**src/source/twin_video_pkg.sv**
```systemverilog
// twin video package
// widths of the video control registers, the register file struct
// and the register index map of the main CPU control region

package twin_video_pkg;

    typedef logic [8:0] scroll_t;
    typedef logic [9:0] offset_t;
    typedef logic [2:0] prio_t;

    // index into the control region, address bits 3:0
    typedef logic [3:0] reg_idx_t;

    typedef struct packed {
        scroll_t scra_x;
        scroll_t scra_y;
        scroll_t scrb_x;
        scroll_t scrb_y;
        offset_t obj_dx;
        offset_t obj_dy;
        logic    hflip;
        logic    vflip;
        prio_t   prio;
    } video_regs_t;

    localparam reg_idx_t IDX_SCRA_X = 4'd0;
    localparam reg_idx_t IDX_SCRA_Y = 4'd1;
    localparam reg_idx_t IDX_SCRB_X = 4'd2;
    localparam reg_idx_t IDX_SCRB_Y = 4'd3;
    localparam reg_idx_t IDX_OBJ_DX = 4'd4;
    localparam reg_idx_t IDX_OBJ_DY = 4'd5;
    localparam reg_idx_t IDX_CTRL   = 4'd6;

    // bit positions inside the control word
    localparam int CTRL_HFLIP    = 0;
    localparam int CTRL_VFLIP    = 1;
    localparam int CTRL_PRIO_LSB = 2;

endpackage

```
**src/source/twin_readback.sv**
```systemverilog
// register readback and debug mux
// serves the video registers to the byte-wide ioctl port and
// picks a status byte for the debug view

`timescale 1ns/1ps

module twin_readback (
    input  logic                        clk,
    input  logic                        rst,
    input  twin_video_pkg::video_regs_t regs,
    input  logic [7:0]                  st_main,
    input  logic [7:0]                  st_share,
    input  logic                        tim1,
    input  logic                        tim2,
    input  logic [3:0]                  ioctl_addr,
    input  logic [7:0]                  debug_bus,
    output logic [7:0]                  ioctl_din,
    output logic [7:0]                  debug_view
);

    always_ff @(posedge clk) begin
        if (rst) begin
            ioctl_din <= '0;
        end else begin
            case (ioctl_addr)
                4'd0: ioctl_din <= regs.scra_x[7:0];
                4'd1: ioctl_din <= regs.scrb_x[7:0];
                4'd2: ioctl_din <= regs.scra_y[7:0];
                4'd3: ioctl_din <= regs.scrb_y[7:0];
                // ninth bits of all scrolls packed with flip and priority
                4'd4: ioctl_din <= {regs.vflip, regs.hflip, regs.prio[1:0],
                                    regs.scrb_y[8], regs.scra_y[8],
                                    regs.scrb_x[8], regs.scra_x[8]};
                4'd7: ioctl_din <= regs.obj_dx[7:0];
                4'd8: ioctl_din <= {6'd0, regs.obj_dx[9:8]};
                4'd9: ioctl_din <= regs.obj_dy[7:0];
                4'd10: ioctl_din <= {6'd0, regs.obj_dy[9:8]};
                default: ioctl_din <= '0;
            endcase
        end
    end

    always_ff @(posedge clk) begin
        if (rst) begin
            debug_view <= '0;
        end else begin
            case (debug_bus[7:6])
                2'd0: debug_view <= st_main;
                2'd1: debug_view <= st_share;
                2'd2: debug_view <= {6'd0, tim2, tim1};
                default: debug_view <= {7'd0, regs.hflip};
            endcase
        end
    end

endmodule

```
**config.mk**
```make
export PLATFORM = sky130hd
export DESIGN_NAME = twin_readback
export DESIGN_NICKNAME = d
export VERILOG_FILES = /design/src/source/twin_video_pkg.sv /design/src/source/twin_readback.sv
export SDC_FILE = /design/constraint.sdc
export NUM_CORES = 1
export LEC_CHECK = 0
export ABC_AREA = 1
export BUFFER_PORTS_ARGS = -buffer_cell sky130_fd_sc_hd__clkbuf_2
export CORE_ASPECT_RATIO = 1.1
export CORE_MARGIN = 4
export CORE_UTILIZATION = 36
export CTS_CLUSTER_DIAMETER = 200
export CTS_CLUSTER_SIZE = 40
export DETAILED_ROUTE_END_ITERATION = 16
export PLACE_DENSITY = 0.81
export SLEW_MARGIN = 0
export SYNTH_ARGS = -nofsm -noshare
export SYNTH_HDL_FRONTEND = slang
export SYNTH_SLANG_ARGS = --single-unit
```
**constraint.sdc**
```tcl
create_clock -name clk -period 1.1 [get_ports clk]
set_input_delay 0.22 -clock clk [delete_from_list [all_inputs] [get_ports clk]]
set_output_delay 0.22 -clock clk [all_outputs]
set_load 0.03 [all_outputs]
```
==> impl_table.tex, run 1 <==
\begin{tabular}{lr}
\hline
Metric & Value \\
\hline
\multicolumn{2}{l}{\textbf{Routing}} \\
\quad Routed WL per cell & 11.2 um \\
\quad Final routed DRC violation total & 0 \\
\quad Detail Route Antenna Nets & 0 \\
\quad Number of DRC markers after the initial detailed-route iteration & 61 \\
\quad Total wire length after detailed routing & 3870 um \\
\quad Total via count in the routed design & 1594 \\
\quad Via-per-instance ratio & $\sim$4.6 \\
\quad First-pass iteration count of the detailed router & 4 \\
\multicolumn{2}{l}{\textbf{Timing}} \\
\quad Number of max-slew violations in the final report & 0 \\
\quad Upper clock frequency limit & 963 MHz \\
\quad Fin. Hold Viols & 0 \\
\quad Shortest clock period the worst path allows after layout & 1.04 ns \\
\quad Final setup violation count & 0 \\
\quad Final hold slack & 0.161 ns \\
\quad Worst-Margin Slew & a little under 0.3 ns \\
\quad Accumulated negative setup slack & 0 ns \\
\quad Final WS setup & 0.0612 ns \\
\quad Unrepaired setup endpoints after global routing & false \\
\quad Final cycle utilization of the critical path & 0.944 \\
\quad Headroom to the max-slew limit & 0.801 \\
\multicolumn{2}{l}{\textbf{Power}} \\
\quad Peak supply drop & 0.718 mV \\
\quad Static Leak & 1.10 nW \\
\quad Total design power & 1.48 mW \\
\quad Power Density & 833 nW/um2 \\
\multicolumn{2}{l}{\textbf{Finish}} \\
\quad Antenna diode instance count & 0 \\
\quad Most frequent cells in the layout & sky130\_fd\_sc\_hd\_\_clkbuf\_2 (101), sky130\_fd\_sc\_hd\_\_nand2\_1 (78), sky130\_fd\_sc\_hd\_\_nand3\_1 (32) \\
\quad Growth of design area from synthesis to finish & 62.1\% \\
\quad Final non-filler cell total & roughly 350 \\
\quad Final design utilization & 0.625 \\
\quad Commonest non-fill, non-tap cell in the layout & sky130\_fd\_sc\_hd\_\_clkbuf\_2 \\
\quad Layout net count & 407 \\
\quad Cell area after layout & $\sim$1800 um2 \\
\quad Fraction of layout instances using a drive strength above 1 & 0.409 \\
\multicolumn{2}{l}{\textbf{Worst hold path}} \\
\quad Classification of the worst-slack hold path & input port to flip-flop \\
\quad Destination of the worst hold path & debug\_view[5] \\
\quad Cells on Worst Hold Path & 3 \\
\quad Hold path startpoint & st\_main[5] \\
\multicolumn{2}{l}{\textbf{Logic synthesis}} \\
\quad Count of distinct cell types in the synthesized netlist & 16 \\
\quad Number of warnings printed during yosys synthesis & 0 \\
\quad Leading area contributor after synthesis & sky130\_fd\_sc\_hd\_\_dfxtp\_1 \\
\quad Synthesized area & 1100 um2 \\
\quad Register area share after synthesis & 0.291 \\
\quad Post-Synthesis Mean Instance Area & 5.58 um2 \\
\quad Number of nets in the synthesized netlist & 290 \\
\quad Seq cells post-synth & 16 \\
\quad Top-area cell type share of the netlist area & 0.291 \\
\quad Cell count after synthesis & 197 \\
\quad Cell types with the largest area share after synthesis & sky130\_fd\_sc\_hd\_\_dfxtp\_1 (29\%), sky130\_fd\_sc\_hd\_\_nand2\_1 (27\%), sky130\_fd\_sc\_hd\_\_nand3\_1 (15\%) \\
\multicolumn{2}{l}{\textbf{Clock tree}} \\
\quad Clock-pin slew of the registers on the worst-case setup and hold paths & 0.10 ns \\
\quad CTS Buffer Depth & 2 \\
\quad Total clock buffers created by CTS & 3 \\
\quad Number of instances resized during post-cts repair & 0 \\
\quad Setup bufs post-CTS & 0 \\
\quad Clk sink count & 16 \\
\quad Clk Tree Root Cell & sky130\_fd\_sc\_hd\_\_clkbuf\_4 \\
\quad Hold buffer count at cts & 0 \\
\quad CTS tree & built \\
\quad H-tree depth & 1 \\
\multicolumn{2}{l}{\textbf{Global route}} \\
\quad First-pass GRT wire length & 5920 um \\
\quad Pin count of the biggest net entering global routing & 14 \\
\quad Total routing usage reported by global routing & 0.191 \\
\quad Via count of the first global-routing pass & approximately 1500 \\
\quad Initial antenna violation count & 0 \\
\quad Remaining Overflow, GRT & 0 \\
\multicolumn{2}{l}{\textbf{Place}} \\
\quad HPWL after DPL & 3400 um \\
\quad Cell Count Post-Placement & roughly 340 \\
\quad Total cell area at the placement stage & 1750 um2 \\
\quad Final weighted congestion in routability-driven placement & 0.840 \\
\quad Pre-CTS setup slack & -0.115 ns \\
\quad Buffers added on ports & 101 \\
\multicolumn{2}{l}{\textbf{Setup path}} \\
\quad WP buf/inv & 1 \\
\quad Capturing element type of the critical path & primary output \\
\quad Critical path startpoint category & flip-flop \\
\quad Kind of critical path & flip-flop to primary output \\
\quad Delay-heaviest family, CP & flip-flops \\
\quad CP Data Required Time & 0.88 ns \\
\quad Master of the slowest instance on the critical path & sky130\_fd\_sc\_hd\_\_dfxtp\_1 \\
\quad Critical path arrival & a little over 0.8 ns \\
\quad Critical Path Fanout Max & 1 \\
\quad Cells along the critical path & clkbuf\_2 \\
\quad Maximum single-stage delay on the critical path & between 0.3 and 0.4 ns \\
\multicolumn{2}{l}{\textbf{Die}} \\
\quad Die width & 60.7 um \\
\quad Die Y-Extent & 66.0 um \\
\quad Die Area & 4000 um2 \\
\quad I/O pin total & 109 \\
\quad Placeable core region & $\sim$2900 um2 \\
\quad Number of core rows & 20 \\
\quad Starting density of the core & 0.386 \\
\multicolumn{2}{l}{\textbf{Status}} \\
\quad Result of the run & complete, no violations \\
\multicolumn{2}{l}{\textbf{Flow run}} \\
\quad Count of max-cap constraint violations & 0 \\
\hline
\end{tabular}
-- cell families after synthesis --
logic type,count (synthesis),synth area share
compound gates,12,0.0546
flops,16,0.291
simple gates,148,0.573
buf+inv,21,0.0808
-- layer usage --
metal / global-route usage / vias to the layer above / wire (um)
li1: - / 857 / -
met1: 0.193 / 659 / 1450
met2: 0.376 / 72 / 1960
met3: 0.0313 / 6 / 412
met4: 0.0650 / 0 / 42
met5: 0 / - / 0
-- final cells by class --
type,instances,area [um2]
Fill cell,271,1070
Multi-Input combinational cell,160,691
Timing Repair Buffer,116,631
Sequential cell,16,320
Inverter,17,63.8
Tap cell,33,41.3
Clock buffer,4,36.3
-- Yosys cell counts, drive strengths merged --
| cell | number |
|---|---|
| buf | 4 |
| nand4 | 1 |
| clkinv | 1 |
| inv | 16 |
| dfxtp | 16 |
| nand2 | 79 |
| nand3 | 32 |
| and3 | 4 |
| nor2 | 32 |
| a21oi | 12 |
-- report_power, final --
group	internal [mW]	switching, mW
clock network	0.201	0.180
logic	0.220	0.262
registers	0.613	0.00836
-- worst max path at each step --
stage                        startpoint             to  slack [ns]  depth (start not counted)
final                      ioctl_din[6]   ioctl_din[6]        0.06                          1
after global routing      debug_view[4]  debug_view[4]        0.01                          1
after detailed placement  ioctl_addr[0]   ioctl_din[2]       -0.12                          8
after CTS                 debug_view[4]  debug_view[4]        0.05                          1
after floorplan           ioctl_addr[0]   ioctl_din[1]        0.13                          8
after global placement    ioctl_addr[1]   ioctl_din[2]       -0.10                          6
-- flip-flops by register name, indices dropped and copies added (netlist names) --
register    count
debug_view      8
ioctl_din       8
No activity file was read; power rests on OpenSTA's default activity.
==> inputs of run 2 (changes only) <==
--- a/config.mk
+++ b/config.mk
@@ -11,3 +11,3 @@
 export CORE_MARGIN = 4
-export CORE_UTILIZATION = 36
+export CORE_UTILIZATION = 35
 export CTS_CLUSTER_DIAMETER = 200
@@ -15,3 +15,3 @@
 export DETAILED_ROUTE_END_ITERATION = 16
-export PLACE_DENSITY = 0.81
+export PLACE_DENSITY = 0.79
 export SLEW_MARGIN = 0
==> constraint.sdc (replaced) <==
create_clock -name clk -period 1.1 [get_ports clk]
set_input_delay 0.11 -clock clk [delete_from_list [all_inputs] [get_ports clk]]
set_output_delay 0.11 -clock clk [all_outputs]
set_load 0.03 [all_outputs]
==> run 2 against run 1 <==
Clock power about the same. Setup slack improved by 0.090 ns. Worst hold slack worse by 0.11 ns. Cell count fell by 2.0%. Sequential power about the same. Clock-buffer cell count unchanged. Core utilization is 5.9 points lower. Fmax is 9.5% higher. Global-route usage shrank 1.1 points. Critical endpoint is now ioctl_din[4]. Largest power group unchanged.
==> impl_table.tex, run 2 (synthesis results as in run 1) <==
\begin{tabular}{lr}
\hline
Metric & Value \\
\hline
\multicolumn{2}{l}{\textbf{Status}} \\
\quad Result of the run & complete, no violations \\
\multicolumn{2}{l}{\textbf{Clock tree}} \\
\quad Setup bufs post-CTS & 0 \\
\quad Clock-pin slew of the registers on the worst-case setup and hold paths & 0.10 ns \\
\quad Clk sink count & 16 \\
\quad Hold buffer count at cts & 0 \\
\quad H-tree depth & 1 \\
\quad CTS tree & built \\
\quad Number of instances resized during post-cts repair & 0 \\
\quad CTS Buffer Depth & 2 \\
\quad Total clock buffers created by CTS & 3 \\
\quad Clk Tree Root Cell & sky130\_fd\_sc\_hd\_\_clkbuf\_4 \\
\multicolumn{2}{l}{\textbf{Finish}} \\
\quad Fraction of layout instances using a drive strength above 1 & 0.393 \\
\quad Layout net count & 399 \\
\quad Commonest non-fill, non-tap cell in the layout & sky130\_fd\_sc\_hd\_\_clkbuf\_2 \\
\quad Antenna diode instance count & 0 \\
\quad Regs by FF count & debug\_view x8, ioctl\_din x8 \\
\quad Final design utilization & 0.566 \\
\quad Growth of design area from synthesis to finish & 55.6\% \\
\quad Fill cells & a little over 300 \\
\quad Area used by sequential logic in the layout & between 300 and 400 um2 \\
\quad Most frequent cells in the layout & sky130\_fd\_sc\_hd\_\_clkbuf\_2 (101), sky130\_fd\_sc\_hd\_\_nand2\_1 (78), sky130\_fd\_sc\_hd\_\_nand3\_1 (32) \\
\quad Multi-input combinational cell area & approximately 690 um2 \\
\multicolumn{2}{l}{\textbf{Worst hold path}} \\
\quad Classification of the worst-slack hold path & input port to flip-flop \\
\multicolumn{2}{l}{\textbf{Global route}} \\
\quad Pin count of the biggest net entering global routing & 12 \\
\quad Total routing usage reported by global routing & 0.180 \\
\quad Remaining Overflow, GRT & 0 \\
\quad First-pass GRT wire length & 5660 um \\
\quad Initial antenna violation count & 0 \\
\quad Via count of the first global-routing pass & 1401 \\
\multicolumn{2}{l}{\textbf{Place}} \\
\quad Final weighted congestion in routability-driven placement & 0.825 \\
\quad HPWL after DPL & 3110 um \\
\quad Buffers added on ports & 101 \\
\multicolumn{2}{l}{\textbf{Setup path}} \\
\quad Critical path arrival & 1.16 ns \\
\quad CP Data Required Time & 1.32 ns \\
\quad Kind of critical path & input port to flip-flop \\
\quad Critical path startpoint category & input port \\
\quad Capturing element type of the critical path & flip-flop \\
\quad Critical Path Fanout Max & 11 \\
\multicolumn{2}{l}{\textbf{Timing}} \\
\quad Worst-Margin Slew & around 0.66 ns \\
\quad Headroom to the max-slew limit & 0.560 \\
\quad Upper clock frequency limit & approximately 1100 MHz \\
\quad Unrepaired setup endpoints after global routing & false \\
\quad Final setup violation count & 0 \\
\quad Shortest clock period the worst path allows after layout & roughly 0.95 ns \\
\quad Fin. Hold Viols & 0 \\
\quad Final cycle utilization of the critical path & 0.862 \\
\quad Number of max-slew violations in the final report & 0 \\
\quad Accumulated negative setup slack & 0 ns \\
\multicolumn{2}{l}{\textbf{Routing}} \\
\quad Total wire length after detailed routing & 3560 um \\
\quad Detail Route Antenna Nets & 0 \\
\quad Number of DRC markers after the initial detailed-route iteration & 67 \\
\quad First-pass iteration count of the detailed router & 4 \\
\quad Final routed DRC violation total & 0 \\
\quad Total via count in the routed design & 1564 \\
\quad Routed WL per cell & around 11 um \\
\quad Via-per-instance ratio & 4.61 \\
\multicolumn{2}{l}{\textbf{Die}} \\
\quad Die Area & 4100 um2 \\
\quad Starting density of the core & 0.364 \\
\quad Number of core rows & 21 \\
\quad Placeable core region & 3020 um2 \\
\quad I/O pin total & 109 \\
\quad Die width & 61.4 um \\
\quad Die Y-Extent & about 67 um \\
\multicolumn{2}{l}{\textbf{Power}} \\
\quad Static Leak & 1.05 nW \\
\quad Peak supply drop & between 0.6 and 0.7 mV \\
\quad Power Density & 850 nW/um2 \\
\multicolumn{2}{l}{\textbf{Flow run}} \\
\quad Count of max-cap constraint violations & 0 \\
\hline
\end{tabular}
-- run 2: changes by cell type in the layout (fill, tap and decap cells not counted), sizes merged --
cell,before,now
buf,15,7
-- run 2: area by class of cell --
class                           instances  share of cell area
Inverter                               17              0.0373
Sequential cell                        16               0.187
Timing Repair Buffer                  108               0.326
Tap cell                               34              0.0249
Multi-Input combinational cell        160               0.404
Clock buffer                            4              0.0212
-- run 2: worst max-delay path, stage by stage --
cell and delay, ns:
sky130_fd_sc_hd__clkbuf_2 0.09, sky130_fd_sc_hd__nor2_1 0.52, sky130_fd_sc_hd__and3_1 0.25, sky130_fd_sc_hd__nor2_1 0.04
sky130_fd_sc_hd__a21oi_1 0.15
-- run 2: path summary, 6_finish.rpt --
path | startpoint | cells past startpoint | slack [ns] | end
setup / recovery | ioctl_addr[2] | 5 | 0.15 | ioctl_din[4]
hold / removal | st_share[6] | 3 | 0.05 | debug_view[6]
-- run 2: metal layers --
metal	global-route usage	routed length [um]	vias to the layer above
met4	0.0610	56	0
met5	0	0	-
li1	-	-	839
met3	0.0349	364	4
met1	0.214	1410	657
met2	0.315	1730	64
-- run 2: through the flow --
stage	worst slack [ns]	power [mW]	instance area (um2)	cells	hold WS [ns]
2_1_floorplan	0.240	0.853	1100	197	0.179
3_3_place_gp	-0.116	1.08	1680	335	0.345
3_5_place_dp	-0.152	1.09	1680	335	0.346
4_1_cts	0.145	1.47	1710	339	0.0467
5_1_grt	0.00208	1.54	1710	339	0.0597
6_report	0.151	1.45	1710	339	0.0481
-- run 2: power breakdown --
group / switching, mW / internal [mW]
Sequential: 0.00961 / 0.613
Combinational: 0.251 / 0.198
Clock: 0.182 / 0.201
Total: 0.443 / 1.01
