--- config.mk ---
export PLATFORM = sky130hd
export DESIGN_NAME = twin_main_regs
export DESIGN_NICKNAME = d
export VERILOG_FILES = /design/src/source/twin_video_pkg.sv /design/src/source/twin_bus_pkg.sv /design/src/source/twin_main_regs.sv
export SDC_FILE = /design/constraint.sdc
export NUM_CORES = 1
export LEC_CHECK = 0
export ABC_CLOCK_PERIOD_IN_PS = 1700
export BUFFER_PORTS_ARGS = -buffer_cell sky130_fd_sc_hd__buf_2
export CAP_MARGIN = 20
export CORE_MARGIN = 2
export CORE_UTILIZATION = 46
export CTS_BUF_LIST = sky130_fd_sc_hd__clkbuf_16
export CTS_CLUSTER_DIAMETER = 60
export DETAILED_ROUTE_END_ITERATION = 8
export GPL_ROUTABILITY_DRIVEN = 1
export PLACE_DENSITY = 0.9
export SLEW_MARGIN = 20
export SYNTH_ARGS = -nofsm -noshare
export SYNTH_HDL_FRONTEND = slang
export SYNTH_SLANG_ARGS = --single-unit
--- constraint.sdc ---
create_clock -name clk -period 1.7 [get_ports clk]
set_input_delay 0.17 -clock clk [delete_from_list [all_inputs] [get_ports clk]]
set_output_delay 0.17 -clock clk [all_outputs]
set_load 0.005 [all_outputs]
--- src/source/twin_video_pkg.sv ---
// twin video package
// widths of the video control registers, the register file struct
// and the register index map of the main CPU control region

package twin_video_pkg;

    typedef logic [8:0] scroll_t;
    typedef logic [9:0] offset_t;
    typedef logic [2:0] prio_t;

    // index into the control region, address bits 3:0
    typedef logic [3:0] reg_idx_t;

    typedef struct packed {
        scroll_t scra_x;
        scroll_t scra_y;
        scroll_t scrb_x;
        scroll_t scrb_y;
        offset_t obj_dx;
        offset_t obj_dy;
        logic    hflip;
        logic    vflip;
        prio_t   prio;
    } video_regs_t;

    localparam reg_idx_t IDX_SCRA_X = 4'd0;
    localparam reg_idx_t IDX_SCRA_Y = 4'd1;
    localparam reg_idx_t IDX_SCRB_X = 4'd2;
    localparam reg_idx_t IDX_SCRB_Y = 4'd3;
    localparam reg_idx_t IDX_OBJ_DX = 4'd4;
    localparam reg_idx_t IDX_OBJ_DY = 4'd5;
    localparam reg_idx_t IDX_CTRL   = 4'd6;

    // bit positions inside the control word
    localparam int CTRL_HFLIP    = 0;
    localparam int CTRL_VFLIP    = 1;
    localparam int CTRL_PRIO_LSB = 2;

endpackage

--- src/source/twin_bus_pkg.sv ---
// twin bus package
// CPU bus widths, the address region map and the write structs
// shared by the main CPU, the sub CPU and the video RAM port

package twin_bus_pkg;

    typedef logic [13:0] cpu_addr_t;
    typedef logic [15:0] cpu_data_t;
    // upper byte first
    typedef logic [1:0]  byte_we_t;
    typedef logic [1:0]  region_t;
    typedef logic [10:0] vram_addr_t;

    typedef struct packed {
        cpu_addr_t addr;
        cpu_data_t data;
        byte_we_t  we;
    } cpu_wr_t;

    typedef struct packed {
        vram_addr_t addr;
        cpu_data_t  din;
        byte_we_t   va_we;
        byte_we_t   vb_we;
        byte_we_t   obj_we;
    } vram_wr_t;

    localparam region_t REG_SHARED = 2'd0;
    localparam region_t REG_LAYER  = 2'd1;
    localparam region_t REG_OBJ    = 2'd2;
    localparam region_t REG_CTRL   = 2'd3;

    // within the layer region this bit picks layer B
    localparam int LAYER_B_BIT = 11;

    function automatic region_t region_of(input cpu_addr_t addr);
        return addr[13:12];
    endfunction

endpackage
--- src/source/twin_main_regs.sv ---
// main CPU register decoder
// turns main CPU writes to the control region into the video
// register file and steers the rest to the shared RAM and video RAM

`timescale 1ns/1ps

module twin_main_regs (
    input  logic                        clk,
    input  logic                        rst,
    input  twin_bus_pkg::cpu_wr_t       main_wr,
    output twin_video_pkg::video_regs_t regs,
    output logic [7:0]                  st_main,
    output twin_bus_pkg::cpu_wr_t       m_share,
    output twin_bus_pkg::cpu_wr_t       m_video
);
    import twin_bus_pkg::*;
    import twin_video_pkg::*;

    region_t  region;
    reg_idx_t idx;
    logic     ctrl_wr;
    logic     idx_ok;

    assign region = region_of(main_wr.addr);
    assign idx    = main_wr.addr[3:0];

    // registers only take the low byte strobe
    assign ctrl_wr = (region == REG_CTRL) && main_wr.we[0];

    always_comb begin
        case (idx)
            IDX_SCRA_X, IDX_SCRA_Y, IDX_SCRB_X, IDX_SCRB_Y,
            IDX_OBJ_DX, IDX_OBJ_DY, IDX_CTRL: idx_ok = 1'b1;
            default: idx_ok = 1'b0;
        endcase
    end

    // pass-through paths, enables masked by region
    always_comb begin
        m_share = main_wr;
        m_video = main_wr;
        if (region != REG_SHARED) begin
            m_share.we = '0;
        end
        if (region != REG_LAYER && region != REG_OBJ) begin
            m_video.we = '0;
        end
    end

    always_ff @(posedge clk) begin
        if (rst) begin
            regs    <= '0;
            st_main <= '0;
        end else if (ctrl_wr) begin
            case (idx)
                IDX_SCRA_X: regs.scra_x <= main_wr.data[8:0];
                IDX_SCRA_Y: regs.scra_y <= main_wr.data[8:0];
                IDX_SCRB_X: regs.scrb_x <= main_wr.data[8:0];
                IDX_SCRB_Y: regs.scrb_y <= main_wr.data[8:0];
                IDX_OBJ_DX: regs.obj_dx <= main_wr.data[9:0];
                IDX_OBJ_DY: regs.obj_dy <= main_wr.data[9:0];
                IDX_CTRL: begin
                    regs.hflip <= main_wr.data[CTRL_HFLIP];
                    regs.vflip <= main_wr.data[CTRL_VFLIP];
                    regs.prio  <= main_wr.data[CTRL_PRIO_LSB+:3];
                end
                default: ;
            endcase
            // unused indices are not counted
            if (idx_ok) begin
                st_main <= st_main + 8'd1;
            end
        end
    end

endmodule

==> results of run 1 <==
==> registers in the layout, summed over array words and instances (netlist names) <==
| register | cells |
|---|---|
| st_main | 8 |
| regs | 61 |
==> per-layer routing <==
| layer | share of wire | global-route usage | vias up |
|---|---|---|---|
| met5 | 0 | 0 | - |
| met4 | 0.033 | 0.1212 | 0 |
| met3 | 0.071 | 0.03172 | 33 |
| met2 | 0.49 | 0.3521 | 141 |
| met1 | 0.41 | 0.2872 | 1420 |
| li1 | - | - | 1450 |
==> synth_stat cells <==
cell type / n
nand3b_2: 1
nand4_1: 1
buf_2: 9
and4b_1: 1
mux2_2: 2
clkbuf_1: 14
nor2b_1: 4
and4bb_2: 1
or2_2: 1
or3_1: 2
buf_6: 1
nand4bb_1: 1
inv_1: 2
a21oi_1: 67
nor2_1: 2
or4_1: 3
nand4b_1: 2
nor4_1: 1
ha_1: 3
o21ai_0: 63
nand2_1: 3
o21ai_1: 1
nor2_2: 1
and3_4: 1
nand2b_1: 1
and2_1: 5
nor4_2: 1
nand3_1: 64
dfxtp_1: 69
or3b_1: 1
or2b_1: 1
o31ai_1: 3
clkbuf_2: 5
buf_4: 64
==> stage by stage <==
| step | setup WS [ps] | instance area [um2] | hold slack, ps | util | cells |
|---|---|---|---|---|---|
| final | 127.6 | 3846 | 133.2 | 0.5599 | 553 |
| after global routing | 29.64 | 3846 | 157.9 | 0.5599 | 553 |
| after CTS | 134.6 | 3846 | 124.7 | 0.5599 | 553 |
| after detailed placement | 189.1 | 3537 | 340.1 | 0.5149 | 537 |
| after global placement | 241.5 | 3537 | 340.1 | 0.5149 | 537 |
| after floorplan | 372.7 | 3306 | 317.7 | - | 401 |
==> layout by cell type, fill, tap and decap left out, types with 2 or more instances in the layout <==
master	count
nor2_1	2
dfxtp_1	69
a21oi_1	67
nor2b_1	4
buf_2	124
mux2_2	2
or3_1	2
o21ai_0	63
o31ai_1	3
clkbuf_16	9
ha_1	3
or4_1	3
nand3_1	64
nand2_1	3
buf_12	3
buf_4	6
inv_1	5
and2_1	5
nand4b_1	2
bufinv_16	2
==> power by group through the flow <==
| stage | combinational [W] | sequential [W] | clock (W) |
|---|---|---|---|
| CTS | 0.000260 | 0.00163 | 0.00195 |
| global route | 0.000282 | 0.00163 | 0.00203 |
| floorplan | 0.000223 | 0.00166 | 0 |
| detailed placement | 0.000259 | 0.00166 | 0 |
| finish | 0.000262 | 0.00163 | 0.00192 |
| global placement | 0.000255 | 0.00166 | 0 |
==> cell families (layout without fill, tap and decap cells) <==
logic type / after synthesis / after routing / synth area share
compound gates: 134 / 134 / 0.2051
mux: 2 / 2 / 0.006813
fa+ha+maj: 3 / 3 / 0.01136
buf+inv: 95 / 151 / 0.1881
flops: 69 / 69 / 0.4179
simple gates: 98 / 98 / 0.1707
==> area by class of cell <==
type                       instances  area [um2]  share of cell area
inverter                           2       7.507            0.001952
timing repair buffer             133       725.7              0.1887
clock buffer                       9       225.2             0.05856
clock inverter                     7       83.83             0.02180
multi-input combinational        237        1303              0.3386
sequential                        69        1381              0.3591
tap                               96       120.1             0.03123
==> how the worst min path moves through the flow <==
stage,startpoint,endpoint,slack [ps]
finish,rst,st_main[0],130
global placement,main_wr[23],m_share[23],340
global route,main_wr[11],regs[24],160
CTS,rst,st_main[0],120
detailed placement,main_wr[23],m_share[23],340
floorplan,main_wr[4],regs[0],320
==> impl_metrics.csv, run 1 <==
group,metric,value,unit
power_and_ir_drop,leakage,1.622,nW
setup_path,worstPathArrival,1820,ps
floorplanning,core,6869,um2
sta,timing.final.crit_share,0.9249,
outcome,status,"finished, final reports clean",
power_and_ir_drop,switchingPower,0.0008394,W
floorplanning,start_util,0.4812,
drt,vias,3044,
cells_and_area,n_fill_cell,649,
setup_path,slowest_stage,"or4_1",
setup_path,critical_path.top_delay_family,"simple AND/OR/NAND/NOR gates",
setup_path,r2r_end,"st_main[6]",
cts,cts_tree,"yes",
cts,cts.sinks,69,
cts,post-cts-setup-buffers,0,
synthesis,syn_nets,438,
cells_and_area,n_antenna_cell,0,
cts,worstSkewPairLatency,320,ps
place,dp_hpwl,5.738,mm
setup_path,cp_cell_sequence,"ha_1 -> nand4b_1 -> or4_1 -> a21oi_1",
sta,slew_headroom,0.5885,
drt,post-route-drc-count,0,
power_and_ir_drop,internal_power,0.002975,W
floorplanning,die_area,7880,um2
job,max-cap-violations,0,
grt,grt_pass1_vias,2614,
sta,fmaxAchievable,0.6360,GHz
drt,routedWlPerCell,16.13,um
sta,finalSetupViolations,0,
setup_path,crit_type,"reg2reg",
hold_path,holdCritPathClass,"in2reg",
setup_path,r2r_cells,4,
setup_path,r2r_setup_slack,130,ps
setup_path,critPathLaunch,"st_main[0]",
setup_path,worst_path_largest_cell_delay,470,ps
synthesis,synth_cell_types,34,
synthesis,ys_warn_count,0,
cts,clock_path_buffers,2,
floorplanning,rows,30,
setup_path,endpoint,"st_main[6]",
synthesis,synth_area,3306,um2
cells_and_area,area_growth,16.35,%
sta,fin_crit,1572,ps
drt,postRouteAntennaNets,0,
drt,drtIter0Drc,222,
grt,grtUsageTotal,0.2207,
setup_path,r2r_start,"st_main[0]",
grt,grt_max_degree,66,
synthesis,synth.area.top_cells,"dfxtp_1 42%, buf_4 15%, a21oi_1 10%, nand3_1 9.7%, o21ai_0 9.5%",
cts,cts-root-buf,"clkbuf_16",
sta,worstMarginPinSlew,617.2,ps
cts,cts_hold_buf,0,
drt,firstDrtPassIters,4,
power_and_ir_drop,vdd_drop_max,482.9,uV
setup_path,worstPathRequired,1950,ps
synthesis,synth-seq-cells,69,
sta,drv_slew,0,
place,io_buffers,124,
drt,wirelength,8.918,mm
grt,grt_pass1_wl,13.28,mm
synthesis,synthCells,401,
sta,setup_tns,0,ps
floorplanning,io_pins,167,
cts,numCtsBuffers,9,
synthesis,synth_top_area_share,0.4179,
setup_path,cp_max_fo,7,
floorplanning,die_h,88.77,um
grt,gr-total-overflow,0,
synthesis,synth_top_cell_by_area,"dfxtp_1",
power_and_ir_drop,combPwrFrac,0.069,
floorplanning,fp.dieW,88.77,um
cts,cts_resized,0,
power_and_ir_drop,clock_power_share,0.504,
power_and_ir_drop,swShare,0.2201,
hold_path,hold_depth,2,
cts,clkTransAtPathRegs,60,ps
power_and_ir_drop,p_per_area,991.8,nW/um2
place,gp_congestion,0.7987,
sta,skew,4.008,ps
power_and_ir_drop,power_frac_seq,0.427,
grt,antenna_found_initial,0,
cts,cts_max_level,3,
power_and_ir_drop,power,0.003815,W
drt,via_per_inst,5.505,
setup_path,crit_cells,4,
setup_path,path_buf_inv,0,
setup_path,end_kind,"register",
sta,rsz0062_at_grt,"false",
cells_and_area,drive_gt1_frac,0.3370,
synthesis,ys_seq_area_frac,0.4179,
cells_and_area,fin_nets,489,
synthesis,syn_area_per_cell,8.244,um2
sta,hold_viol_final,0,
setup_path,cp-start-kind,"register",
No activity file was read; power rests on OpenSTA's default activity.
==> inputs of run 2 (changes only) <==
- REMOVE_ABC_BUFFERS: unset -> 1
==> run 2 against run 1 <==
  * Sequential cell count unchanged
  * Worst setup slack better by 85 ps
  * Fmax increased by 5.7%
  * Via count is 0.26% higher
  * Clock power is essentially flat
  * Core utilization shrank 0.22 points
  * Combinational power fell by 3%
  * Design area is 0.39% lower
  * Non-clock buffer count is 1 lower
  * Final cell count fell by 0.18%
  * Critical path depth unchanged
  * Worst hold slack got worse by 2.2 ps
  * Critical path type unchanged
  * Largest cell class unchanged
==> impl_metrics.csv, run 2 (same netlist as run 1, synthesis figures left out) <==
group,metric,value,unit
setup_path,crit_type,"reg2reg",
cts,cts_tree,"yes",
setup_path,cp_max_fo,7,
grt,grtUsageMet2,0.3467,
setup_path,slowest_stage,"or4_1",
setup_path,cp-start-kind,"register",
power_and_ir_drop,power_frac_seq,0.426,
sta,finalSetupViolations,0,
cts,cts_max_level,3,
cts,cts_resized,0,
cells_and_area,area_growth,15.90,%
power_and_ir_drop,internal_power,0.002983,W
cells_and_area,fin_nets,488,
cells_and_area,drive_gt1_frac,0.3377,
place,io_buffers,124,
sta,setup_ws,212.5,ps
setup_path,path_buf_inv,0,
sta,fin_crit,1488,ps
drt,routedWlPerCell,16.17,um
setup_path,end_kind,"register",
setup_path,worstPathArrival,1740,ps
floorplanning,die_area,7880,um2
sta,hold_viol_final,0,
cts,clock_path_buffers,2,
setup_path,critPathLaunch,"st_main[0]",
sta,fmaxAchievable,0.6723,GHz
floorplanning,rows,30,
sta,skew,2.159,ps
cells_and_area,final_common_cell,"buf_2",
cells_and_area,regMostFlops,"regs",
cells_and_area,final_cell_mix,"124 x buf_2, 69 x dfxtp_1, 67 x a21oi_1, 64 x nand3_1, 63 x o21ai_0",
cts,numCtsBuffers,9,
grt,grt_pass1_vias,2651,
sta,setup_tns,0,ps
grt,grt_max_degree,62,
grt,grt_use_met3,0.09795,
cts,cts_hold_buf,0,
sta,drv_slew,0,
drt,wirelength,8.928,mm
cells_and_area,largest_reg_flops,61,
place,dp_slack,206.4,ps
power_and_ir_drop,vdd_drop_max,602.6,uV
drt,firstDrtPassIters,4,
power_and_ir_drop,combPwrFrac,0.066,
floorplanning,fp.dieW,88.77,um
drt,via_per_inst,5.529,
setup_path,worst_path_largest_cell_delay,450,ps
drt,drtIter0Drc,227,
power_and_ir_drop,switchingPower,0.0008400,W
setup_path,worstPathRequired,1950,ps
sta,worstMarginPinSlew,703.0,ps
drt,vias,3052,
sta,timing.final.crit_share,0.8750,
hold_path,holdCritPathClass,"in2reg",
cts,cts.sinks,69,
cells_and_area,n_antenna_cell,0,
sta,slew_headroom,0.5313,
floorplanning,die_h,88.77,um
cts,clkTransAtPathRegs,50,ps
grt,grt_pass1_wl,13.59,mm
grt,grt_busiest_layer,"met2",
sta,rsz0062_at_grt,"false",
outcome,status,"finished, final reports clean",
job,max-cap-violations,0,
setup_path,critical_path.top_delay_family,"simple AND/OR/NAND/NOR gates",
floorplanning,start_util,0.4812,
setup_path,cp_cell_sequence,"ha_1 -> nand4b_1 -> or4_1 -> a21oi_1",
floorplanning,core,6869,um2
cells_and_area,reg_top3,"regs x61, st_main x8",
floorplanning,io_pins,167,
power_and_ir_drop,power,0.003823,W
grt,antenna_found_initial,0,
grt,grtUsageTotal,0.2256,
place,gp_congestion,0.7936,
place,dp_hpwl,5.872,mm
drt,postRouteAntennaNets,0,
grt,gr-usage-met1,0.2783,
power_and_ir_drop,clock_power_share,0.508,
power_and_ir_drop,swShare,0.2197,
cts,cts-root-buf,"clkbuf_16",
power_and_ir_drop,p_per_area,997.8,nW/um2
cts,worstSkewPairLatency,320,ps
setup_path,r2r_start,"st_main[0]",
hold_path,min_from,"main_wr[11]",
drt,post-route-drc-count,0,
power_and_ir_drop,leakage,1.605,nW
grt,gr-total-overflow,0,
cts,post-cts-setup-buffers,0,
-- run 2: cell count changes in the layout (fill, tap and decap cells not counted) --
cell      change
inv_6         +1
clkinv_1      +2
inv_1         -3
buf_12        -1
-- run 2: worst paths after layout --
path,slack (ps),end,depth (start not counted)
max,210,st_main[4],4
min,130,regs[14],3
max reg2reg,210,st_main[4],4
min reg2reg,470,regs[18],2
-- run 2: routing by layer --
metal | share of wire | wire [um]
met3 | 0.10 | 918
met5 | 0 | 0
met4 | 0.013 | 114
met1 | 0.42 | 3769
met2 | 0.46 | 4126
-- run 2: power by group through the flow --
| stage | Sequential (W) | Clock [W] | Combinational (W) |
|---|---|---|---|
| global placement | 0.00166 | 0 | 0.000248 |
| global route | 0.00163 | 0.00204 | 0.000278 |
| finish | 0.00163 | 0.00194 | 0.000254 |
| CTS | 0.00163 | 0.00196 | 0.000254 |
| detailed placement | 0.00166 | 0 | 0.000253 |
| floorplan | 0.00166 | 0 | 0.0000678 |
-- run 2: area by class of cell --
type,instances,area [um2]
fill,641,3038
sequential,69,1381
multi-input combinational,237,1303
timing repair buffer,132,705.7
clock buffer,9,225.2
tap,96,120.1
clock inverter,7,88.84
inverter,2,7.507
-- run 2: through the flow --
step | area, um2 | hold WS (ps) | cells | utilization
3_5_place_dp | 3517 | 340.1 | 536 | 0.5120
5_1_grt | 3831 | 149.9 | 552 | 0.5577
3_3_place_gp | 3517 | 340.1 | 536 | 0.5120
6_report | 3831 | 131.0 | 552 | 0.5577
2_1_floorplan | 2691 | 239.1 | 308 | -
4_1_cts | 3831 | 122.1 | 552 | 0.5577
-- run 2: worst register-to-register path, cell delays in order, from the launching register on --
cell and delay (ps):
dfxtp_1 430, ha_1 180, nand4b_1 210, or4_1 450
a21oi_1 150
